--- src/common/motoro3_cfg.svh ---
`ifndef MOTORO3_CFG_SVH
`define MOTORO3_CFG_SVH

// pwm period length in clk cycles
`define PWM_PERIOD 64

// shortest pulse the MOSFET stage can follow
`define MIN_PULSE 8

// whole pwm periods per commutation step
`define STEP_PERIODS 4

// width of pulse lengths and remainders
`define PULSE_W 16

// counter widths, period counter, period-in-step counter, pulse timer
`define PERIOD_CNT_W 6
`define STEP_CNT_W 2
`define PULSE_CNT_W 7

`endif

--- src/common/motoro3_pkg.sv ---
`default_nettype none

`include "motoro3_cfg.svh"

package motoro3_pkg;

    // twelve half-steps per electrical turn
    localparam int unsigned STEP_COUNT = 12;

    // commutation step index, 0 to 11
    typedef logic [3:0] stepIdx_t;

    localparam stepIdx_t LAST_STEP = stepIdx_t'(STEP_COUNT - 1);

    // pulse length or carried remainder
    typedef logic [`PULSE_W-1:0] pulseLen_t;

    // want/real cycle accumulator
    typedef logic [15:0] accum_t;

    typedef enum logic [1:0] {
        PHASE_A,
        PHASE_B,
        PHASE_C
    } phase_e;

    // step on which a phase may be pulled up by its partner
    function automatic stepIdx_t forceStep(phase_e phase);
        case (phase)
            PHASE_A: return stepIdx_t'(1);
            PHASE_B: return stepIdx_t'(6);
            default: return stepIdx_t'(11);
        endcase
    endfunction

endpackage

`default_nettype wire

--- src/common/stepTiming_if.sv ---
`default_nettype none

interface stepTiming_if;
    import motoro3_pkg::*;

    // current commutation step
    stepIdx_t step;

    // single-cycle strobes, no back-pressure
    logic stepStart;
    logic stepEnd;
    logic periodEnd;

    // level, high for the whole final period of a step
    logic lastPeriod;

    modport timer (output stepStart, stepEnd, periodEnd, lastPeriod);

    modport seq (output step, input stepEnd);

    modport gen (input step, stepStart, stepEnd, periodEnd, lastPeriod);

endinterface

`default_nettype wire

--- src/design/stepTimer.sv ---
`default_nettype none

`include "motoro3_cfg.svh"

module stepTimer (
    input  logic        clk,
    input  logic        reset,
    input  logic        enable,
    stepTiming_if.timer tim
);

    logic [`PERIOD_CNT_W-1:0] periodCnt;
    logic [`STEP_CNT_W-1:0]   periodInStep;
    logic                     periodEnd;
    logic                     lastPeriod;
    logic                     stepStart;
    logic                     stepEnd;

    // last cycle of each pwm period
    assign periodEnd = enable && (periodCnt == `PERIOD_CNT_W'(`PWM_PERIOD - 1));

    // final period of the step
    assign lastPeriod = enable && (periodInStep == `STEP_CNT_W'(`STEP_PERIODS - 1));

    assign stepEnd = periodEnd && lastPeriod;

    // both counters sit at zero on the first cycle of every step,
    // including the first cycle after enable rises
    assign stepStart = enable && (periodCnt == '0) && (periodInStep == '0);

    always_ff @(posedge clk) begin
        if (reset || !enable) begin
            periodCnt    <= '0;
            periodInStep <= '0;
        end else if (periodEnd) begin
            periodCnt <= '0;
            if (lastPeriod) begin
                periodInStep <= '0;
            end else begin
                periodInStep <= periodInStep + 1'b1;
            end
        end else begin
            periodCnt <= periodCnt + 1'b1;
        end
    end

    assign tim.periodEnd  = periodEnd;
    assign tim.lastPeriod = lastPeriod;
    assign tim.stepStart  = stepStart;
    assign tim.stepEnd    = stepEnd;

endmodule

`default_nettype wire

--- src/design/commutationSequencer.sv ---
`default_nettype none

module commutationSequencer (
    input  logic       clk,
    input  logic       reset,
    input  logic       enable,
    stepTiming_if.seq  seq,
    output logic [2:0] highSide
);
    import motoro3_pkg::*;

    stepIdx_t step;

    // high side for half of the turn, starting at the phase offset
    function automatic logic isHigh(stepIdx_t s, int unsigned offset);
        int unsigned rel;
        rel = (s + STEP_COUNT - offset) % STEP_COUNT;
        return rel < (STEP_COUNT / 2);
    endfunction

    // step register, wraps 11 -> 0 on the step end strobe
    always_ff @(posedge clk) begin
        if (reset || !enable) begin
            step <= '0;
        end else if (seq.stepEnd) begin
            if (step == LAST_STEP) begin
                step <= '0;
            end else begin
                step <= step + 1'b1;
            end
        end
    end

    assign seq.step = step;

    // A at 0, B four steps later, C eight steps later
    assign highSide[0] = isHigh(step, 0);
    assign highSide[1] = isHigh(step, 4);
    assign highSide[2] = isHigh(step, 8);

endmodule

`default_nettype wire

--- src/pwmgen/pwmGenerator.sv ---
`default_nettype none

`include "motoro3_cfg.svh"

module pwmGenerator #(
    parameter motoro3_pkg::phase_e PHASE = motoro3_pkg::PHASE_A
) (
    input  logic                   clk,
    input  logic                   reset,
    input  logic                   enable,
    stepTiming_if.gen              tim,
    input  motoro3_pkg::pulseLen_t req,
    input  motoro3_pkg::pulseLen_t partnerSum,
    output motoro3_pkg::pulseLen_t pendingSum,
    output logic                   pwm,
    output motoro3_pkg::accum_t    lost
);
    import motoro3_pkg::*;

    localparam stepIdx_t  FORCE_STEP = forceStep(PHASE);
    localparam pulseLen_t MIN_LEN    = pulseLen_t'(`MIN_PULSE);
    localparam pulseLen_t MAX_LEN    = pulseLen_t'(`PWM_PERIOD);

    pulseLen_t               remainder;
    pulseLen_t               sum;
    pulseLen_t               emitLen;
    logic                    onForceStep;
    logic                    emit;
    logic [`PULSE_CNT_W-1:0] pulseCnt;

    accum_t wantAcc;
    accum_t realAcc;
    accum_t wantStep;
    accum_t realStep;
    accum_t diff;

    // carried remainder plus this period's request
    assign sum        = remainder + req;
    assign pendingSum = sum;

    assign onForceStep = (tim.step == FORCE_STEP);

    // emit when long enough, when flushing the last period of a normal step,
    // or when the partner phase would be driven at least as long anyway
    always_comb begin
        emit = 1'b0;
        if (sum >= MIN_LEN) begin
            emit = 1'b1;
        end else if (tim.lastPeriod && !onForceStep) begin
            emit = 1'b1;
        end else if (onForceStep && (partnerSum >= sum)) begin
            emit = 1'b1;
        end
    end

    // pulse length, capped at a full period
    always_comb begin
        emitLen = '0;
        if (emit) begin
            emitLen = (sum > MAX_LEN) ? MAX_LEN : sum;
        end
    end

    // remainder carry and pulse timer
    always_ff @(posedge clk) begin
        if (reset || !enable) begin
            remainder <= '0;
            pulseCnt  <= '0;
        end else if (tim.periodEnd) begin
            remainder <= emit ? '0 : sum;
            pulseCnt  <= emitLen[`PULSE_CNT_W-1:0];
        end else if (pulseCnt != '0) begin
            pulseCnt <= pulseCnt - 1'b1;
        end
    end

    // high from the cycle after period end for pulseCnt cycles
    assign pwm = enable && (pulseCnt != '0);

    // totals including the period being decided now
    assign wantStep = wantAcc + accum_t'(req);
    assign realStep = realAcc + accum_t'(emitLen);
    assign diff     = wantStep - realStep;

    // step-local accounting; driven cycles are counted as they are committed
    always_ff @(posedge clk) begin
        if (reset || !enable) begin
            wantAcc <= '0;
            realAcc <= '0;
            lost    <= '0;
        end else if (tim.stepEnd) begin
            wantAcc <= '0;
            realAcc <= '0;
            // magnitude of want - real
            if (diff[$bits(accum_t)-1]) begin
                lost <= -diff;
            end else begin
                lost <= diff;
            end
        end else if (tim.periodEnd) begin
            wantAcc <= wantStep;
            realAcc <= realStep;
        end
    end

endmodule

`default_nettype wire

--- src/design/motoro3Top.sv ---
`default_nettype none

module motoro3Top (
    input  logic                   clk,
    input  logic                   reset,
    input  logic                   enable,
    input  motoro3_pkg::pulseLen_t reqA,
    input  motoro3_pkg::pulseLen_t reqB,
    input  motoro3_pkg::pulseLen_t reqC,
    output logic                   pwmA,
    output logic                   pwmB,
    output logic                   pwmC,
    output logic                   highA,
    output logic                   highB,
    output logic                   highC,
    output motoro3_pkg::stepIdx_t  step,
    output logic                   stepStart,
    output motoro3_pkg::accum_t    lostA,
    output motoro3_pkg::accum_t    lostB,
    output motoro3_pkg::accum_t    lostC
);
    import motoro3_pkg::*;

    stepTiming_if timing ();

    logic [2:0] highSide;
    pulseLen_t  pendingA;
    pulseLen_t  pendingB;
    pulseLen_t  pendingC;

    stepTimer stepTimer_inst (
        .clk    (clk),
        .reset  (reset),
        .enable (enable),
        .tim    (timing)
    );

    commutationSequencer commutationSequencer_inst (
        .clk      (clk),
        .reset    (reset),
        .enable   (enable),
        .seq      (timing),
        .highSide (highSide)
    );

    // partner ring, A looks at B, B at C, C at A
    pwmGenerator #(.PHASE(PHASE_A)) genA (
        .clk (clk), .reset (reset), .enable (enable), .tim (timing),
        .req (reqA), .partnerSum (pendingB), .pendingSum (pendingA),
        .pwm (pwmA), .lost (lostA)
    );

    pwmGenerator #(.PHASE(PHASE_B)) genB (
        .clk (clk), .reset (reset), .enable (enable), .tim (timing),
        .req (reqB), .partnerSum (pendingC), .pendingSum (pendingB),
        .pwm (pwmB), .lost (lostB)
    );

    pwmGenerator #(.PHASE(PHASE_C)) genC (
        .clk (clk), .reset (reset), .enable (enable), .tim (timing),
        .req (reqC), .partnerSum (pendingA), .pendingSum (pendingC),
        .pwm (pwmC), .lost (lostC)
    );

    assign highA     = highSide[0];
    assign highB     = highSide[1];
    assign highC     = highSide[2];
    assign step      = timing.step;
    assign stepStart = timing.stepStart;

endmodule

`default_nettype wire

--- config.mk ---
export PLATFORM = sky130hd
export DESIGN_NAME = motoro3Top
export DESIGN_NICKNAME = d
export VERILOG_FILES = /design/src/common/motoro3_pkg.sv /design/src/common/stepTiming_if.sv /design/src/design/stepTimer.sv /design/src/design/commutationSequencer.sv /design/src/pwmgen/pwmGenerator.sv /design/src/design/motoro3Top.sv
export VERILOG_INCLUDE_DIRS = /design/src /design/src/common
export SDC_FILE = /design/constraint.sdc
export NUM_CORES = 1
export LEC_CHECK = 0
export ABC_CLOCK_PERIOD_IN_PS = 16260
export BUFFER_PORTS_ARGS = -buffer_cell sky130_fd_sc_hd__buf_2
export CAP_MARGIN = 10
export CELL_PAD_IN_SITES_DETAIL_PLACEMENT = 0
export CELL_PAD_IN_SITES_GLOBAL_PLACEMENT = 1
export CORE_MARGIN = 2
export CORE_UTILIZATION = 50
export DETAILED_ROUTE_END_ITERATION = 16
export PLACE_DENSITY_LB_ADDON = 0.12
export SYNTH_ARGS = -nofsm -noshare
export SYNTH_HDL_FRONTEND = slang
export SYNTH_SLANG_ARGS = --single-unit
--- constraint.sdc ---
create_clock -name clk -period 16.26 [get_ports clk]
set_clock_uncertainty 0.1 [all_clocks]
set_input_delay 0.813 -clock clk [delete_from_list [all_inputs] [get_ports clk]]
set_output_delay 0.813 -clock clk [all_outputs]
set_load 0.05 [all_outputs]
==> flow_metrics.env <==
export IMPL_outcome="finished clean"
export IMPL_seq_power_share_pct=33.8
export IMPL_remaining_drc_errors=0
export IMPL_critPathCaptureType="register"
export IMPL_p_clk_share_pct=39.9
export IMPL_synth_area_sq_mm=0.0196
export IMPL_cts_tree="done"
export IMPL_setup_viol=0
export IMPL_slew_headroom_pct=29.5
export IMPL_leakagePower_nw=10.0
export IMPL_start_util_pct=50.6
export IMPL_place_congestion=0.935
export IMPL_p_sw_share_pct=32.3
export IMPL_cpPeakStageDelay_ns=0.82
export IMPL_antenna_found_initial=2
export IMPL_synthCells=2472
export IMPL_p_sw_uw=563
export IMPL_ios=110
export IMPL_period_minus_slack_ns=9.46
export IMPL_setup_tns_ns=0
export IMPL_ctsHoldBuffers=0
export IMPL_max_clock_path_buffers=3
export IMPL_syn2layout_area_growth_pct=10.8
export IMPL_layout_nets=2887
export IMPL_hpwl_microns=42300
export IMPL_cp_slowest_cell="xnor2_2"
export IMPL_cts_htree_levels=1
export IMPL_drt_initial_drc_count=1485
export IMPL_grt_util_all_layers_pct=26.9
export IMPL_powerDensity_mw_per_mm2=80.3
export IMPL_multi_input_area_sq_mm=0.0144
export IMPL_cts_buffers=30
export IMPL_share_comb_of_total_power_pct=26.3
export IMPL_postSynthAreaPerCell_sq_um=7.91
export IMPL_critPathKind="in -> reg"
export IMPL_p_int_mw=1.18
export IMPL_ys_async_sr_fraction_pct=0
export IMPL_required_ns=16.63
export IMPL_vias=18095
export IMPL_fin_crit_sh_pct=58.2
export IMPL_worstPathMaxFanout=19
export IMPL_worst_slew_pin_slew_ns=1.05
export IMPL_io_buffers=109
export IMPL_hold_viol_final=0
export IMPL_cts_resized=0
export IMPL_synth_edf_count=0
export IMPL_postLayoutCellArea_sq_mm=0.0217
export IMPL_fp_dieW_microns=202
export IMPL_register_area_sq_mm=0.00450
export IMPL_netlist_cell_type_count=92
export IMPL_crit_family="compound AO/OA/AOI/OAI gates"
export IMPL_grt_pass1_vias=17380
export IMPL_cts_sinks=225
export IMPL_clk_insertion_delay_late_ns=0.58
export IMPL_finalWirelength_microns=55400
export IMPL_grt_pass1_wl_microns=89800
export IMPL_core_area_sq_mm=0.0386
export IMPL_fillers=3624
export IMPL_cp_buffers_inverters=1
export IMPL_die_h_microns=202
export IMPL_seq_area_frac_synth_pct=23.0
export IMPL_cp_common_cell="a21o_1"
export IMPL_timing_final_max_slew_violations=0
export IMPL_synthFlopType="dfxtp_1"
export IMPL_critPathLaunchType="input port"
export IMPL_clk_pin_slew_ns=0.06
export IMPL_ir_drop_mv=0.0742
export IMPL_cap_violations=0
export IMPL_crit_arrival_ns=9.83
export IMPL_postRouteAntennaNets=0
export IMPL_rows=72
export IMPL_ys_warn_count=0
export IMPL_hold_class="reg -> reg"
export IMPL_drive_above_1_share_pct=8.00
export IMPL_synth_seq_cells=225
export IMPL_grt_remaining_overflow=0
export IMPL_post_drt_wl_per_cell_microns=17.8
export IMPL_rsz0062_at_grt="no"
export IMPL_cts_root_buf="clkbuf_16"
export IMPL_fmax_mhz=106
export IMPL_vias_per_cell=5.82
export IMPL_post_cts_buffers=0
export IMPL_grt_max_degree=76
export IMPL_die_area_sq_mm=0.0407
export IMPL_firstDrtPassIters=5
export IMPL_post_dp_cell_area_sq_mm=0.0207
==> worst reg2reg max path, delay by kind of cell (launching register included) <==
| family | cells | cell delay (ns) |
|---|---|---|
| simple gates | 6 | 0.83 |
| compound gates | 22 | 4.85 |
| flops | 1 | 0.42 |
| buf+inv | 1 | 0.16 |
| fa+ha+maj | 5 | 1.64 |
| xor+xnor | 3 | 1.37 |
==> kinds of logic after synthesis <==
logic type / after synthesis / synth area share (%)
flip-flops: 225 / 23.0
adder cells (fa/ha/maj): 267 / 17.5
AO/OA/AOI/OAI: 700 / 23.8
buffers and inverters: 211 / 4.11
other: 1 / 0.0192
XOR/XNOR: 175 / 8.21
multiplexers: 36 / 1.87
AND/OR/NAND/NOR: 857 / 21.4
==> placed cells by master (no fill, tap or decap), drive strengths merged, types with 28 or more instances in the layout <==
cell type	netlist	layout
and2	46	46
nand3	67	67
mux2i	31	31
nor2	192	192
xor2	64	64
inv	133	133
buf	16	120
nor3	85	85
o21ai	123	123
a21oi	208	208
a21o	81	81
xnor2	108	108
ha	255	255
o21a	41	41
clkbuf	62	46
or3	28	28
and3	60	60
dfxtp	225	225
nand2	238	238
==> cells in the mapped netlist, types with 14 or more instances <==
cell type	n	area (sq um)
ha_1	255	3190
nand2_1	238	893
dfxtp_1	225	4500
a21oi_1	205	1030
nor2_1	192	721
inv_1	133	499
o21ai_0	111	556
xnor2_1	105	920
nor3_1	85	425
a21o_1	80	601
nand3_1	67	335
xor2_1	63	552
clkbuf_1	62	233
and3_1	60	375
and2_1	46	288
o21a_1	40	300
mux2i_1	31	310
or3_1	28	175
nand2b_1	24	150
o211ai_1	23	173
o21bai_1	23	173
nor2b_1	20	125
a211oi_1	19	143
nand4_1	19	119
o31ai_1	19	143
a22oi_1	17	128
nor4_1	17	106
a211o_1	14	123
a31oi_1	14	87.6
==> path summary, 6_finish.rpt <==
check / endpoint / startpoint / depth (start not counted) / slack, ns
worst min-delay path: genA.lost[12]$_SDFFE_PP0P_ / genA.lost[12]$_SDFFE_PP0P_ / 2 / 0.35
worst max-delay path: genA.lost[13]$_SDFFE_PP0P_ / reqB[1] / 36 / 6.80
worst min register to register: genA.lost[12]$_SDFFE_PP0P_ / genA.lost[12]$_SDFFE_PP0P_ / 2 / 0.35
worst max register to register: genA.lost[13]$_SDFFE_PP0P_ / genA.remainder[1]$_SDFFE_PP0P_ / 37 / 6.81
==> layout make-up <==
type	count	area share, %
Multi-Input combinational cell	2059	66.3
Sequential cell	225	20.8
Clock buffer	46	4.25
Tap cell	518	2.99
Timing Repair Buffer	120	2.90
Inverter	133	2.30
Clock inverter	6	0.485
Antenna cell	1	0.0115
==> stage by stage <==
stage | cells | total power, mW | hold WS (ns) | util [%] | worst slack (ns)
2_1_floorplan | 2495 | 0.942 | 0.324 | - | 7.72
3_3_place_gp | 3055 | 1.04 | 0.329 | 53.4 | 6.49
3_5_place_dp | 3055 | 1.05 | 0.336 | 53.4 | 6.29
4_1_cts | 3107 | 1.75 | 0.350 | 56.1 | 6.87
5_1_grt | 3108 | 1.83 | 0.368 | 56.1 | 5.88
6_report | 3108 | 1.74 | 0.347 | 56.1 | 6.80
==> routing by layer <==
metal / part of all wire [%] / global-route usage [%] / routed length [microns]
met5: 0 / 0 / 0
met1: 51 / 40.4 / 28000
met2: 41 / 40.2 / 22600
met4: 2.7 / 7.27 / 1500
met3: 5.9 / 3.31 / 3290
==> registers in the layout, summed over array words and instances (netlist names) <==
name,cells
genB.realAcc,16
genA.lost,16
commutationSequencer_inst.seq.step,4
genB.wantAcc,16
genC.pulseCnt,7
genA.remainder,16
stepTimer_inst.periodCnt,6
genA.pulseCnt,7
genB.lost,16
genC.lost,16
genA.realAcc,16
genB.pulseCnt,7
genA.wantAcc,16
genC.wantAcc,16
stepTimer_inst.periodInStep,2
genC.remainder,16
genC.realAcc,16
genB.remainder,16
==> power by group through the flow <==
stage	clock, mW	sequential, mW	combinational, mW
finish	0.694	0.589	0.457
global route	0.730	0.591	0.508
CTS	0.708	0.588	0.453
detailed placement	0	0.600	0.450
global placement	0	0.600	0.440
floorplan	0	0.596	0.346
(Power assumes the default switching activity.)
